--- config.mk ---
export PLATFORM = sky130hd
export DESIGN_NAME = sensor_video_top
export DESIGN_NICKNAME = d
export VERILOG_FILES = /design/src/source/sensor_pkg.sv /design/src/source/sensor_video_top.sv /design/src/source/line_crc.sv /design/src/source/sync_code_insert.sv /design/src/source/test_pattern_gen.sv /design/src/source/frame_timing_ctrl.sv
export SDC_FILE = /design/constraint.sdc
export NUM_CORES = 1
export LEC_CHECK = 0
export ABC_CLOCK_PERIOD_IN_PS = 4420
export BUFFER_PORTS_ARGS = -buffer_cell sky130_fd_sc_hd__buf_2
export CAP_MARGIN = 20
export CORE_UTILIZATION = 61
export DETAILED_ROUTE_END_ITERATION = 8
export MAX_ROUTING_LAYER = met4
export PLACE_DENSITY = 0.9
export SYNTH_ARGS = -nofsm -noshare
export SYNTH_HDL_FRONTEND = slang
export SYNTH_HIERARCHICAL = 1
export SYNTH_SLANG_ARGS = --single-unit
--- constraint.sdc ---
create_clock -name clk -period 4.42 [get_ports clk]
set_input_delay 0.884 -clock clk [delete_from_list [all_inputs] [get_ports clk]]
set_output_delay 0.884 -clock clk [all_outputs]
set_load 0.05 [all_outputs]
--- src/source/sensor_pkg.sv ---
/*
  shared types for the four-lane sensor video emulator
  fixed at 10-bit pixels and 4 data lanes, no run-time width change
  sync codes are the 10-bit set only, window and ID fields stay zero
  CRC-10 uses polynomial 0x233 with an all-ones seed, MSB first
*/

package sensor_pkg;

	// ------------------------------
	// widths
	// ------------------------------
	localparam int PIX_W = 10;
	localparam int LANES = 4;
	localparam int COL_W = 10;
	localparam int ROW_W = 10;
	localparam int FRM_W = 8;

	// x^10+x^9+x^5+x^4+x+1, x^10 implied
	localparam logic [PIX_W-1:0] CRC_POLY = 10'h233;
	localparam logic [PIX_W-1:0] CRC_INIT = 10'h3ff;

	// ------------------------------
	// control lane words
	// ------------------------------
	typedef enum logic [PIX_W-1:0] {
		TR  = 10'h3a6,
		FS  = 10'h2aa,
		FE  = 10'h32a,
		LS  = 10'h0aa,
		LE  = 10'h12a,
		IMG = 10'h035,
		CRC = 10'h059,
		ID  = 10'h000
	} sync_code_e;

	// frame timing controller states
	typedef enum logic [1:0] {
		ST_IDLE,
		ST_LINE,
		ST_HBLANK
	} timing_state_e;

	// ------------------------------
	// video buses
	// ------------------------------
	// raw timing plus lane payload, 60 bits
	typedef struct packed {
		logic                          fval;
		logic                          lval;
		logic [COL_W-1:0]              col;
		logic [FRM_W-1:0]              frame;
		logic [LANES-1:0][PIX_W-1:0]   lanes;
	} timing_t;

	// sensor output, lanes plus control lane word
	typedef struct packed {
		logic                          fval;
		logic                          lval;
		logic [LANES-1:0][PIX_W-1:0]   lanes;
		sync_code_e                    ctrl;
	} video_t;

endpackage
--- src/source/sensor_video_top.sv ---
/*
  four lane image sensor output emulator
  geometry levels are sampled on i_start while idle
  output lags the timing controller by 5 cycles
  no back-pressure, video can never stall
*/

module sensor_video_top (
	input  logic                                clk,
	input  logic                                i_rst_n,
	input  logic                                i_start,
	input  logic [sensor_pkg::COL_W-1:0]        i_line_len,
	input  logic [sensor_pkg::ROW_W-1:0]        i_line_num,
	input  logic [sensor_pkg::COL_W-1:0]        i_hblank,
	output logic                                o_busy,
	output sensor_pkg::video_t                  o_video
);

	// ------------------------------
	// internal buses
	// ------------------------------
	sensor_pkg::timing_t    timing_raw;
	sensor_pkg::timing_t    timing_pix;
	sensor_pkg::video_t     video_sync;

	// valids, column and frame count
	frame_timing_ctrl u_timing (
		.clk        (clk),
		.i_rst_n    (i_rst_n),
		.i_start    (i_start),
		.i_line_len (i_line_len),
		.i_line_num (i_line_num),
		.i_hblank   (i_hblank),
		.o_busy     (o_busy),
		.o_timing   (timing_raw)
	);

	// lanes filled, +1 cycle
	test_pattern_gen u_pattern (
		.clk        (clk),
		.i_rst_n    (i_rst_n),
		.i_timing   (timing_raw),
		.o_timing   (timing_pix)
	);

	// control lane codes, +3 cycles
	sync_code_insert u_insert (
		.clk        (clk),
		.i_rst_n    (i_rst_n),
		.i_timing   (timing_pix),
		.o_video    (video_sync)
	);

	// CRC slot fill, +1 cycle
	line_crc u_crc (
		.clk        (clk),
		.i_rst_n    (i_rst_n),
		.i_video    (video_sync),
		.o_video    (o_video)
	);

endmodule

--- src/source/line_crc.sv ---
/*
  per lane CRC-10 over each line, one cycle latency
  seed is all ones at every lval rise, pixels go in MSB first
  in the CRC slot the lanes carry the CRC, otherwise they pass through
  relies on at least one blank cycle between lval fall and the next rise
*/

module line_crc (
	input  logic                    clk,
	input  logic                    i_rst_n,
	input  sensor_pkg::video_t      i_video,
	output sensor_pkg::video_t      o_video
);

	logic [sensor_pkg::LANES-1:0][sensor_pkg::PIX_W-1:0] crc_q;
	logic [sensor_pkg::LANES-1:0][sensor_pkg::PIX_W-1:0] crc_nxt;
	logic                                                lval_rise;

	// one pixel word through the CRC, bit serial
	function automatic logic [sensor_pkg::PIX_W-1:0] crc_step(
		input logic [sensor_pkg::PIX_W-1:0] crc_in,
		input logic [sensor_pkg::PIX_W-1:0] data
	);
		logic [sensor_pkg::PIX_W-1:0] crc;
		logic                         fb;
		crc = crc_in;
		for (int i = sensor_pkg::PIX_W - 1; i >= 0; i--) begin
			fb  = crc[sensor_pkg::PIX_W-1] ^ data[i];
			crc = {crc[sensor_pkg::PIX_W-2:0], 1'b0};
			if (fb) begin
				crc = crc ^ sensor_pkg::CRC_POLY;
			end
		end
		return crc;
	endfunction

	// output register doubles as previous lval
	assign lval_rise = i_video.lval & ~o_video.lval;

	// ------------------------------
	// CRC accumulate
	// ------------------------------
	always_comb begin
		for (int k = 0; k < sensor_pkg::LANES; k++) begin
			crc_nxt[k] = crc_step(lval_rise ? sensor_pkg::CRC_INIT : crc_q[k],
				i_video.lanes[k]);
		end
	end

	always_ff @(posedge clk) begin
		if (i_video.lval) begin
			crc_q <= crc_nxt;
		end
	end

	// ------------------------------
	// output and CRC substitution
	// ------------------------------
	always_ff @(posedge clk or negedge i_rst_n) begin
		if (!i_rst_n) begin
			o_video.fval  <= 1'b0;
			o_video.lval  <= 1'b0;
			o_video.lanes <= '0;
			o_video.ctrl  <= sensor_pkg::TR;
		end else begin
			o_video.fval <= i_video.fval;
			o_video.lval <= i_video.lval;
			o_video.ctrl <= i_video.ctrl;
			if (i_video.ctrl == sensor_pkg::CRC) begin
				o_video.lanes <= crc_q;
			end else begin
				o_video.lanes <= i_video.lanes;
			end
		end
	end

endmodule

--- src/source/sync_code_insert.sv ---
/*
  control lane sync code inserter
  fval, lval and lanes leave 3 cycles after they enter
  needs line_len >= 4 and hblank >= 3 so code slots never overlap
  FS/FE share a line when the frame has one line only
  CRC slot only marks the cycle, the CRC itself is added downstream
*/

module sync_code_insert (
	input  logic                    clk,
	input  logic                    i_rst_n,
	input  sensor_pkg::timing_t     i_timing,
	output sensor_pkg::video_t      o_video
);

	logic                           fval_d;
	logic                           lval_d;
	logic                           fval_rise;
	logic                           fval_fall;
	logic                           lval_rise;
	logic                           lval_fall;
	// strobe chains, index 0 is one cycle late
	logic [1:0]                     fval_rise_sr;
	logic [2:0]                     lval_rise_sr;
	logic [1:0]                     lval_fall_sr;
	// video delay line
	logic [2:0]                     fval_sr;
	logic [2:0]                     lval_sr;
	logic [2:0][sensor_pkg::LANES-1:0][sensor_pkg::PIX_W-1:0] lanes_sr;
	sensor_pkg::sync_code_e         ctrl_q;

	// ------------------------------
	// edge detect
	// ------------------------------
	assign fval_rise = i_timing.fval & ~fval_d;
	assign fval_fall = ~i_timing.fval & fval_d;
	assign lval_rise = i_timing.lval & ~lval_d;
	assign lval_fall = ~i_timing.lval & lval_d;

	always_ff @(posedge clk or negedge i_rst_n) begin
		if (!i_rst_n) begin
			fval_d       <= 1'b0;
			lval_d       <= 1'b0;
			fval_rise_sr <= '0;
			lval_rise_sr <= '0;
			lval_fall_sr <= '0;
			fval_sr      <= '0;
			lval_sr      <= '0;
			lanes_sr     <= '0;
		end else begin
			fval_d       <= i_timing.fval;
			lval_d       <= i_timing.lval;
			fval_rise_sr <= {fval_rise_sr[0], fval_rise};
			lval_rise_sr <= {lval_rise_sr[1:0], lval_rise};
			lval_fall_sr <= {lval_fall_sr[0], lval_fall};
			fval_sr      <= {fval_sr[1:0], i_timing.fval};
			lval_sr      <= {lval_sr[1:0], i_timing.lval};
			lanes_sr     <= {lanes_sr[1:0], i_timing.lanes};
		end
	end

	// ------------------------------
	// code select
	// ------------------------------
	// decided one cycle before the word leaves, hence the odd offsets
	// lval_fall itself lines up with the second to last output pixel
	always_ff @(posedge clk or negedge i_rst_n) begin
		if (!i_rst_n) begin
			ctrl_q <= sensor_pkg::TR;
		end else if (lval_rise_sr[1]) begin
			ctrl_q <= fval_rise_sr[1] ? sensor_pkg::FS : sensor_pkg::LS;
		end else if (lval_rise_sr[2]) begin
			ctrl_q <= sensor_pkg::ID;
		end else if (lval_fall) begin
			// last line, fval falls together with lval
			ctrl_q <= fval_fall ? sensor_pkg::FE : sensor_pkg::LE;
		end else if (lval_fall_sr[0]) begin
			ctrl_q <= sensor_pkg::ID;
		end else if (lval_fall_sr[1]) begin
			ctrl_q <= sensor_pkg::CRC;
		end else if (lval_sr[1]) begin
			ctrl_q <= sensor_pkg::IMG;
		end else begin
			ctrl_q <= sensor_pkg::TR;
		end
	end

	always_comb begin
		o_video.fval  = fval_sr[2];
		o_video.lval  = lval_sr[2];
		o_video.lanes = lanes_sr[2];
		o_video.ctrl  = ctrl_q;
	end

endmodule

--- src/source/test_pattern_gen.sv ---
/*
  counting test pattern, one cycle latency
  lane k at column c of frame f = (c*4 + k + f) mod 1024
  lanes are forced to zero outside lval
*/

module test_pattern_gen (
	input  logic                    clk,
	input  logic                    i_rst_n,
	input  sensor_pkg::timing_t     i_timing,
	output sensor_pkg::timing_t     o_timing
);

	logic [sensor_pkg::LANES-1:0][sensor_pkg::PIX_W-1:0] lanes_nxt;

	// per lane value, upper bits wrap away
	always_comb begin
		int unsigned sum;
		for (int k = 0; k < sensor_pkg::LANES; k++) begin
			sum = i_timing.col * sensor_pkg::LANES + k + i_timing.frame;
			if (i_timing.lval) begin
				lanes_nxt[k] = sum[sensor_pkg::PIX_W-1:0];
			end else begin
				lanes_nxt[k] = '0;
			end
		end
	end

	// ------------------------------
	// output register
	// ------------------------------
	always_ff @(posedge clk or negedge i_rst_n) begin
		if (!i_rst_n) begin
			o_timing <= '0;
		end else begin
			o_timing.fval  <= i_timing.fval;
			o_timing.lval  <= i_timing.lval;
			o_timing.col   <= i_timing.col;
			o_timing.frame <= i_timing.frame;
			o_timing.lanes <= lanes_nxt;
		end
	end

endmodule

--- src/source/frame_timing_ctrl.sv ---
/*
  frame and line valid generator
  geometry is sampled only on a start strobe while idle
  line_len must be 4 or more, line_num 1 or more, hblank 3 or more
  a start strobe while busy is dropped, there is no queueing
  lanes of the timing output are always zero here
*/

module frame_timing_ctrl (
	input  logic                                clk,
	input  logic                                i_rst_n,
	input  logic                                i_start,
	input  logic [sensor_pkg::COL_W-1:0]        i_line_len,
	input  logic [sensor_pkg::ROW_W-1:0]        i_line_num,
	input  logic [sensor_pkg::COL_W-1:0]        i_hblank,
	output logic                                o_busy,
	output sensor_pkg::timing_t                 o_timing
);

	sensor_pkg::timing_state_e          state;
	logic [sensor_pkg::COL_W-1:0]       col_cnt;
	logic [sensor_pkg::COL_W-1:0]       blank_cnt;
	logic [sensor_pkg::ROW_W-1:0]       row_cnt;
	logic [sensor_pkg::FRM_W-1:0]       frame_cnt;
	logic [sensor_pkg::COL_W-1:0]       line_len_q;
	logic [sensor_pkg::ROW_W-1:0]       line_num_q;
	logic [sensor_pkg::COL_W-1:0]       hblank_q;
	logic                               start_ok;
	logic                               line_done;
	logic                               last_line;
	logic                               blank_done;

	assign start_ok   = (state == sensor_pkg::ST_IDLE) && i_start;
	assign line_done  = (col_cnt == line_len_q - 1'b1);
	assign last_line  = (row_cnt == line_num_q - 1'b1);
	assign blank_done = (blank_cnt == hblank_q - 1'b1);

	// geometry latch
	always_ff @(posedge clk) begin
		if (start_ok) begin
			line_len_q <= i_line_len;
			line_num_q <= i_line_num;
			hblank_q   <= i_hblank;
		end
	end

	// ------------------------------
	// state machine and counters
	// ------------------------------
	always_ff @(posedge clk or negedge i_rst_n) begin
		if (!i_rst_n) begin
			state     <= sensor_pkg::ST_IDLE;
			col_cnt   <= '0;
			blank_cnt <= '0;
			row_cnt   <= '0;
			frame_cnt <= '0;
		end else begin
			case (state)
				sensor_pkg::ST_IDLE: begin
					if (i_start) begin
						state   <= sensor_pkg::ST_LINE;
						col_cnt <= '0;
						row_cnt <= '0;
					end
				end
				sensor_pkg::ST_LINE: begin
					col_cnt <= col_cnt + 1'b1;
					if (line_done) begin
						// no blanking after the last line, fval drops with lval
						if (last_line) begin
							state     <= sensor_pkg::ST_IDLE;
							frame_cnt <= frame_cnt + 1'b1;
						end else begin
							state     <= sensor_pkg::ST_HBLANK;
							blank_cnt <= '0;
						end
					end
				end
				sensor_pkg::ST_HBLANK: begin
					blank_cnt <= blank_cnt + 1'b1;
					if (blank_done) begin
						state   <= sensor_pkg::ST_LINE;
						col_cnt <= '0;
						row_cnt <= row_cnt + 1'b1;
					end
				end
				default: state <= sensor_pkg::ST_IDLE;
			endcase
		end
	end

	// valids decode straight from state
	assign o_busy = (state != sensor_pkg::ST_IDLE);

	always_comb begin
		o_timing.fval  = (state != sensor_pkg::ST_IDLE);
		o_timing.lval  = (state == sensor_pkg::ST_LINE);
		o_timing.col   = col_cnt;
		o_timing.frame = frame_cnt;
		o_timing.lanes = '0;
	end

endmodule

# After elaboration in Yosys (flattened, before gate mapping)
# Cells that the tools add are included.
# Widths: inputs -> output; s select.
dict set report op_classes {
  addsub 14
  n_eq_ne 10
  mux 70
  bitwise_logic 90
  n_reduce_logical 11
}
# cell count
set op_table {}
lappend op_table {{$mux 10} 61}
lappend op_table {{$not 5->5} 40}
lappend op_table {{$add 10x1->10 const B} 4}
lappend op_table {{$add 10x8->10} 4}
lappend op_table {{$mux 40} 1}
lappend op_table {{$pmux 10 s2} 2}
lappend op_table {{$xor 1x1->1} 40}
lappend op_table {{$eq 10x10->1} 3}
lappend op_table {{$pmux 10 s3} 1}
lappend op_table {{$sub 10x1->10 const B} 3}
lappend op_table {{$add 10x2->10 const B} 2}
lappend op_table {{$reduce_and 3->1} 5}
lappend op_table {{$eq 10x7->1 const B} 1}
lappend op_table {{$add 8x1->8 const B} 1}
lappend op_table {{$mux 2} 4}
lappend op_table {{$ne 2x2->1 const B} 3}
lappend op_table {{$pmux 2 s3} 1}
lappend op_table {{$reduce_bool 2->1} 3}
lappend op_table {{$and 1x1->1} 5}
lappend op_table {{$not 1->1} 5}
lappend op_table {{$reduce_bool 3->1} 1}
lappend op_table {{$eq 2x1->1 const B} 1}
lappend op_table {{$eq 2x2->1 const B} 1}
lappend op_table {{$logic_not 2->1} 1}
lappend op_table {{other kinds (2)} 2}
dict set report totals {
  register_bits 349
  in_bits 33
  output_inout_bits 53
  elab_cells 244
}

# Logic depth before layout (Yosys ltp)
dict set report depth {
  depth_word 23
  depth_mapped 11
  ltp_nobuf 9
}

# Hierarchy
# Netlist, hierarchy kept.
# mod instances cells_each area_each_um2 seq_area_each_um2
set modules_own_cells {}
lappend modules_own_cells {line_crc 1 329 4601.9 2509.9}
lappend modules_own_cells {frame_timing_ctrl 1 425 4221.5 1901.8}
lappend modules_own_cells {sync_code_insert 1 210 4042.6 3560.9}
lappend modules_own_cells {test_pattern_gen 1 195 2409.8 1451.4}

# Least setup slack after synthesis
# Ideal clock, no wire load.
dict set report synth_timing {
  path_type {register to register}
  startpoint {register u_timing/line_len_q[2] (netlist name)}
  endpoint {register u_timing/blank_cnt[0] (netlist name)}
  setup_time_ns 0.120
  arrival_time_ns 3.024
  t_required_ns 4.300
  path_slack_ns 1.276
  stages_incl_launch_ff 9
  n_path_buf 1
  period_less_slack_ns 3.144
  cell_sequence {edfxtp_1 > or4_4 > or4_4 > o31ai_1 > o21ai_2 > or4b_1 > buf_2 > or3_1 > a31o_1}
}
dict set report synth_between {
  elab_chain_len 4
}
# item line
set synth_rtl {}
lappend synth_rtl {{start, declared} frame_timing_ctrl.sv:25} ;# logic [sensor_pkg::COL_W-1:0] line_len_q;
lappend synth_rtl {{start signal, assigned} frame_timing_ctrl.sv:41} ;# line_len_q <= i_line_len;
lappend synth_rtl {{$sub 10x1->10} frame_timing_ctrl.sv:34} ;# assign line_done = (col_cnt == line_len_q - 1'b1);
lappend synth_rtl {{$eq 10x10->1} frame_timing_ctrl.sv:34}
lappend synth_rtl {{$ne 2x2->1 (no source line)} n/a}
lappend synth_rtl {{$reduce_and 3->1 (no source line)} n/a}
lappend synth_rtl {{end signal, assigned} frame_timing_ctrl.sv:80} ;# blank_cnt <= blank_cnt + 1'b1;
lappend synth_rtl {{end, declared} frame_timing_ctrl.sv:22} ;# logic [sensor_pkg::COL_W-1:0] blank_cnt;
# Every way passes these cells.
# A chain may end at the register's enable or synchronous reset.

# Worst setup path after layout
# Same ends and word-level chain as after synthesis.

==> summary.txt <==
Cells and area
  – Final net count: 1209
  – Fillers: 1589
  – Multi-input gate area: 4960 um^2
  – Reg area: 8970 um^2
  – Fraction of layout cells with a size suffix above 1: 0.197
  – Antenna cells: 0
  – Syn-to-layout area delta: 10.8%

Floorplanning
  – Core box area: 23400 um^2
  – Die Span Y: 156 um
  – Ports: 86
  – Die X: 156 um
  – Die footprint: between 20000 and 25000 um^2
  – Starting Density: 0.621
  – Placement Rows: 56

Routing
  – Mean routed wirelength per cell: 17.9 um
  – DRC violations left: 0
  – Drt total wl: 26.9 mm
  – Vias per cell: 5.46
  – Vias after detailed routing: 8185
  – Starting DRT DRC Count: 507
  – Pre-Repair DR Iteration Count: 5
  – Routed Antenna Nets: 0

STA
  – Setup-failing EPs final: 0
  – Highest Clock Rate: 295 MHz
  – Setup ws final: 1.03 ns
  – RSZ-0062 raised after global routing: no
  – Hold Fails Final Rpt: 0
  – Shortest period the worst path allows: 3.39 ns
  – Post-route setup TNS: 0 ns
  – Rel. slew slack: 0.327
  – Hold Slack: 0.340 ns
  – Tcrit/Tclk final: 0.768
  – Final worst clock skew: about 0.014 ns
  – Final Max Tran Viols: 0
  – Actual slew at the worst max-slew pin: 1.01 ns

Setup path
  – CP required: 4.82 ns
  – Arrival time at the worst endpoint: between 3 and 4 ns
  – CP max stage cell: or4b_1
  – CP startpoint kind: flop
  – Max incr delay on CP: roughly 0.64 ns
  – Family with the most delay on the worst path: simple AND/OR/NAND/NOR gates
  – Most used cell, CP: or4_4
  – WS Path Type: reg2reg
  – Crit path capture type: flop
  – CP Max Fanout: 7
  – Crit-path cells: or4_4 > or4_4 > o31ai_1 > o21ai_2 > or4b_1 > or3_1 > a31o_1
  – Crit path buf inv count: 0

Job
  – Max Cap Viol: 0

Clocking
  – Max Root-Sink Buffers: 3
  – CTS tree: yes
  – Worst skew pair latency: 0.51 ns
  – Clock Pin Slew Worst Setup and Hold Paths: 0.06 ns
  – Clk root buf: clkbuf_16
  – Post-CTS Repair Setup Buffers: 0
  – # resized after CTS: 0
  – Num CTS Buffers: 34
  – H-tree levels: 2
  – CTS Hold Bufs: 0
  – Num Clock Sinks: 344

Global routing
  – Largest net degree at the start of global routing: 138
  – Vias in the first global route: 8548
  – First-pass GRT wire length: 44.2 mm
  – Antenna violations before repair: 0
  – Total gr overflow: 0
  – Global router's overall resource usage: 0.241

Synthesis
  – YS warnings: 6
  – Syn_area_per_cell: 13.2 um^2
  – Cells after synthesis: 1100
  – Mapped Nets: about 1200
  – Cell area after synthesis: roughly 15000 um^2

Power and ir drop
  – Pwr Density: 891 nW/um^2
  – Net switching fraction of the power: 0.353
  – Seq pwr share: 0.380
  – Comb pwr share: 0.419
  – VDD IR max: about 0.59 mV
  – Int Pwr: 9.28 mW
  – P_leak: 7.29 nW
  – Net switching power: 5.06 mW
  – Clock share of power: 0.201

Run status
  – Outcome: complete, no violations

Placed design
  – HPWL after DPL: 16.9 mm
  – Dpl ws: between 1 and 1.5 ns
  – GPL Wtd Cong: 0.886
  – IO buf count: 85

Worst hold path
  – Min-Delay Path Class: reg2reg
## placed cells by master, fill, tap and decap left out, drive strengths merged, types with 4 or more instances in the layout
master and n:
mux2i 22, nand3 20, nand2b 14, clkbuf 46, nor3 11, or3 4, nand4 18, and2 19
inv 30, nor3b 4, a21oi 24, dfrtp 262, nand2 42, mux2 42, clkinv 7, o21bai 4
nor2 97, a22o 4, and3 10, edfxtp 70, a31oi 7, buf 94, xnor3 7, xnor2 141
ha 17, dfstp 12, nor4 12, xor2 63, or4 4, nor2b 9, o21ai 15
## worst paths after layout
path / start / endpoint / slack [ns] / cells past startpoint
max: u_timing/line_len_q[2] / u_timing/blank_cnt[0] / 1.03 / 7
min: u_insert/lanes_sr[29] / u_insert/lanes_sr[69] / 0.34 / 0
max reg2reg: u_timing/line_len_q[2] / u_timing/blank_cnt[0] / 1.03 / 7
min reg2reg: u_insert/lanes_sr[29] / u_insert/lanes_sr[69] / 0.34 / 0
max in group asynchronous: i_rst_n / u_crc/o_video[9] / 2.88 / 2
min in group asynchronous: i_rst_n / u_crc/o_video[26] / 0.46 / 1
## worst reg2reg max path, stage by stage (launching register included)
cell	delay, ns
edfxtp_1	0.49
or4_4	0.59
or4_4	0.45
o31ai_1	0.33
o21ai_2	0.13
or4b_1	0.64
or3_1	0.43
a31o_1	0.23
## metrics by stage
step           cells  power (mW)  cell area [um^2]   util
2_1_floorplan   1100        10.3             14500      -
3_3_place_gp    1439        10.9             14900  0.639
3_5_place_dp    1439        11.3             14900  0.639
4_1_cts         1498        14.5             16100  0.687
5_1_grt         1499        15.1             16100  0.688
6_report        1499        14.3             16100  0.688
## power groups by stage
stage                     sequential [mW]  clock [mW]  combinational, mW
after floorplan                      5.75           0               4.59
after global placement               5.39           0               5.55
after detailed placement             5.47           0               5.83
after CTS                            5.46        2.95               6.04
after global routing                 5.57        3.06               6.48
final                                5.45        2.88               6.00
## cell type report
type | instances | area share
Clock inverter | 14 | 0.00941
Clock buffer | 45 | 0.0612
Inverter | 27 | 0.00630
Timing Repair Buffer | 95 | 0.0325
Multi-Input combinational cell | 655 | 0.308
Sequential cell | 344 | 0.558
Tap cell | 319 | 0.0248
## registers in the layout, indices dropped and copies added, names as in the netlist, 10 cells and up
register and flops:
u_pattern/o_timing 40, u_timing/col_cnt 10, u_crc/o_video 52, u_timing/line_len_q 10, u_timing/line_num_q 10, u_timing/hblank_q 10
u_timing/row_cnt 10, u_insert/o_video 40, u_insert/lanes_sr 80, u_timing/blank_cnt 10, u_crc/crc_q 40
## routing by layer
| metal | vias up | part of all wire | GRT usage |
|---|---|---|---|
| li1 | 3793 | - | - |
| met1 | 4058 | 0.41 | 0.296 |
| met2 | 255 | 0.52 | 0.408 |
| met3 | 79 | 0.045 | 0.0346 |
| met4 | 0 | 0.030 | 0.0878 |
| met5 | - | 0 | - |
No activity file was read; power rests on OpenSTA's default activity.
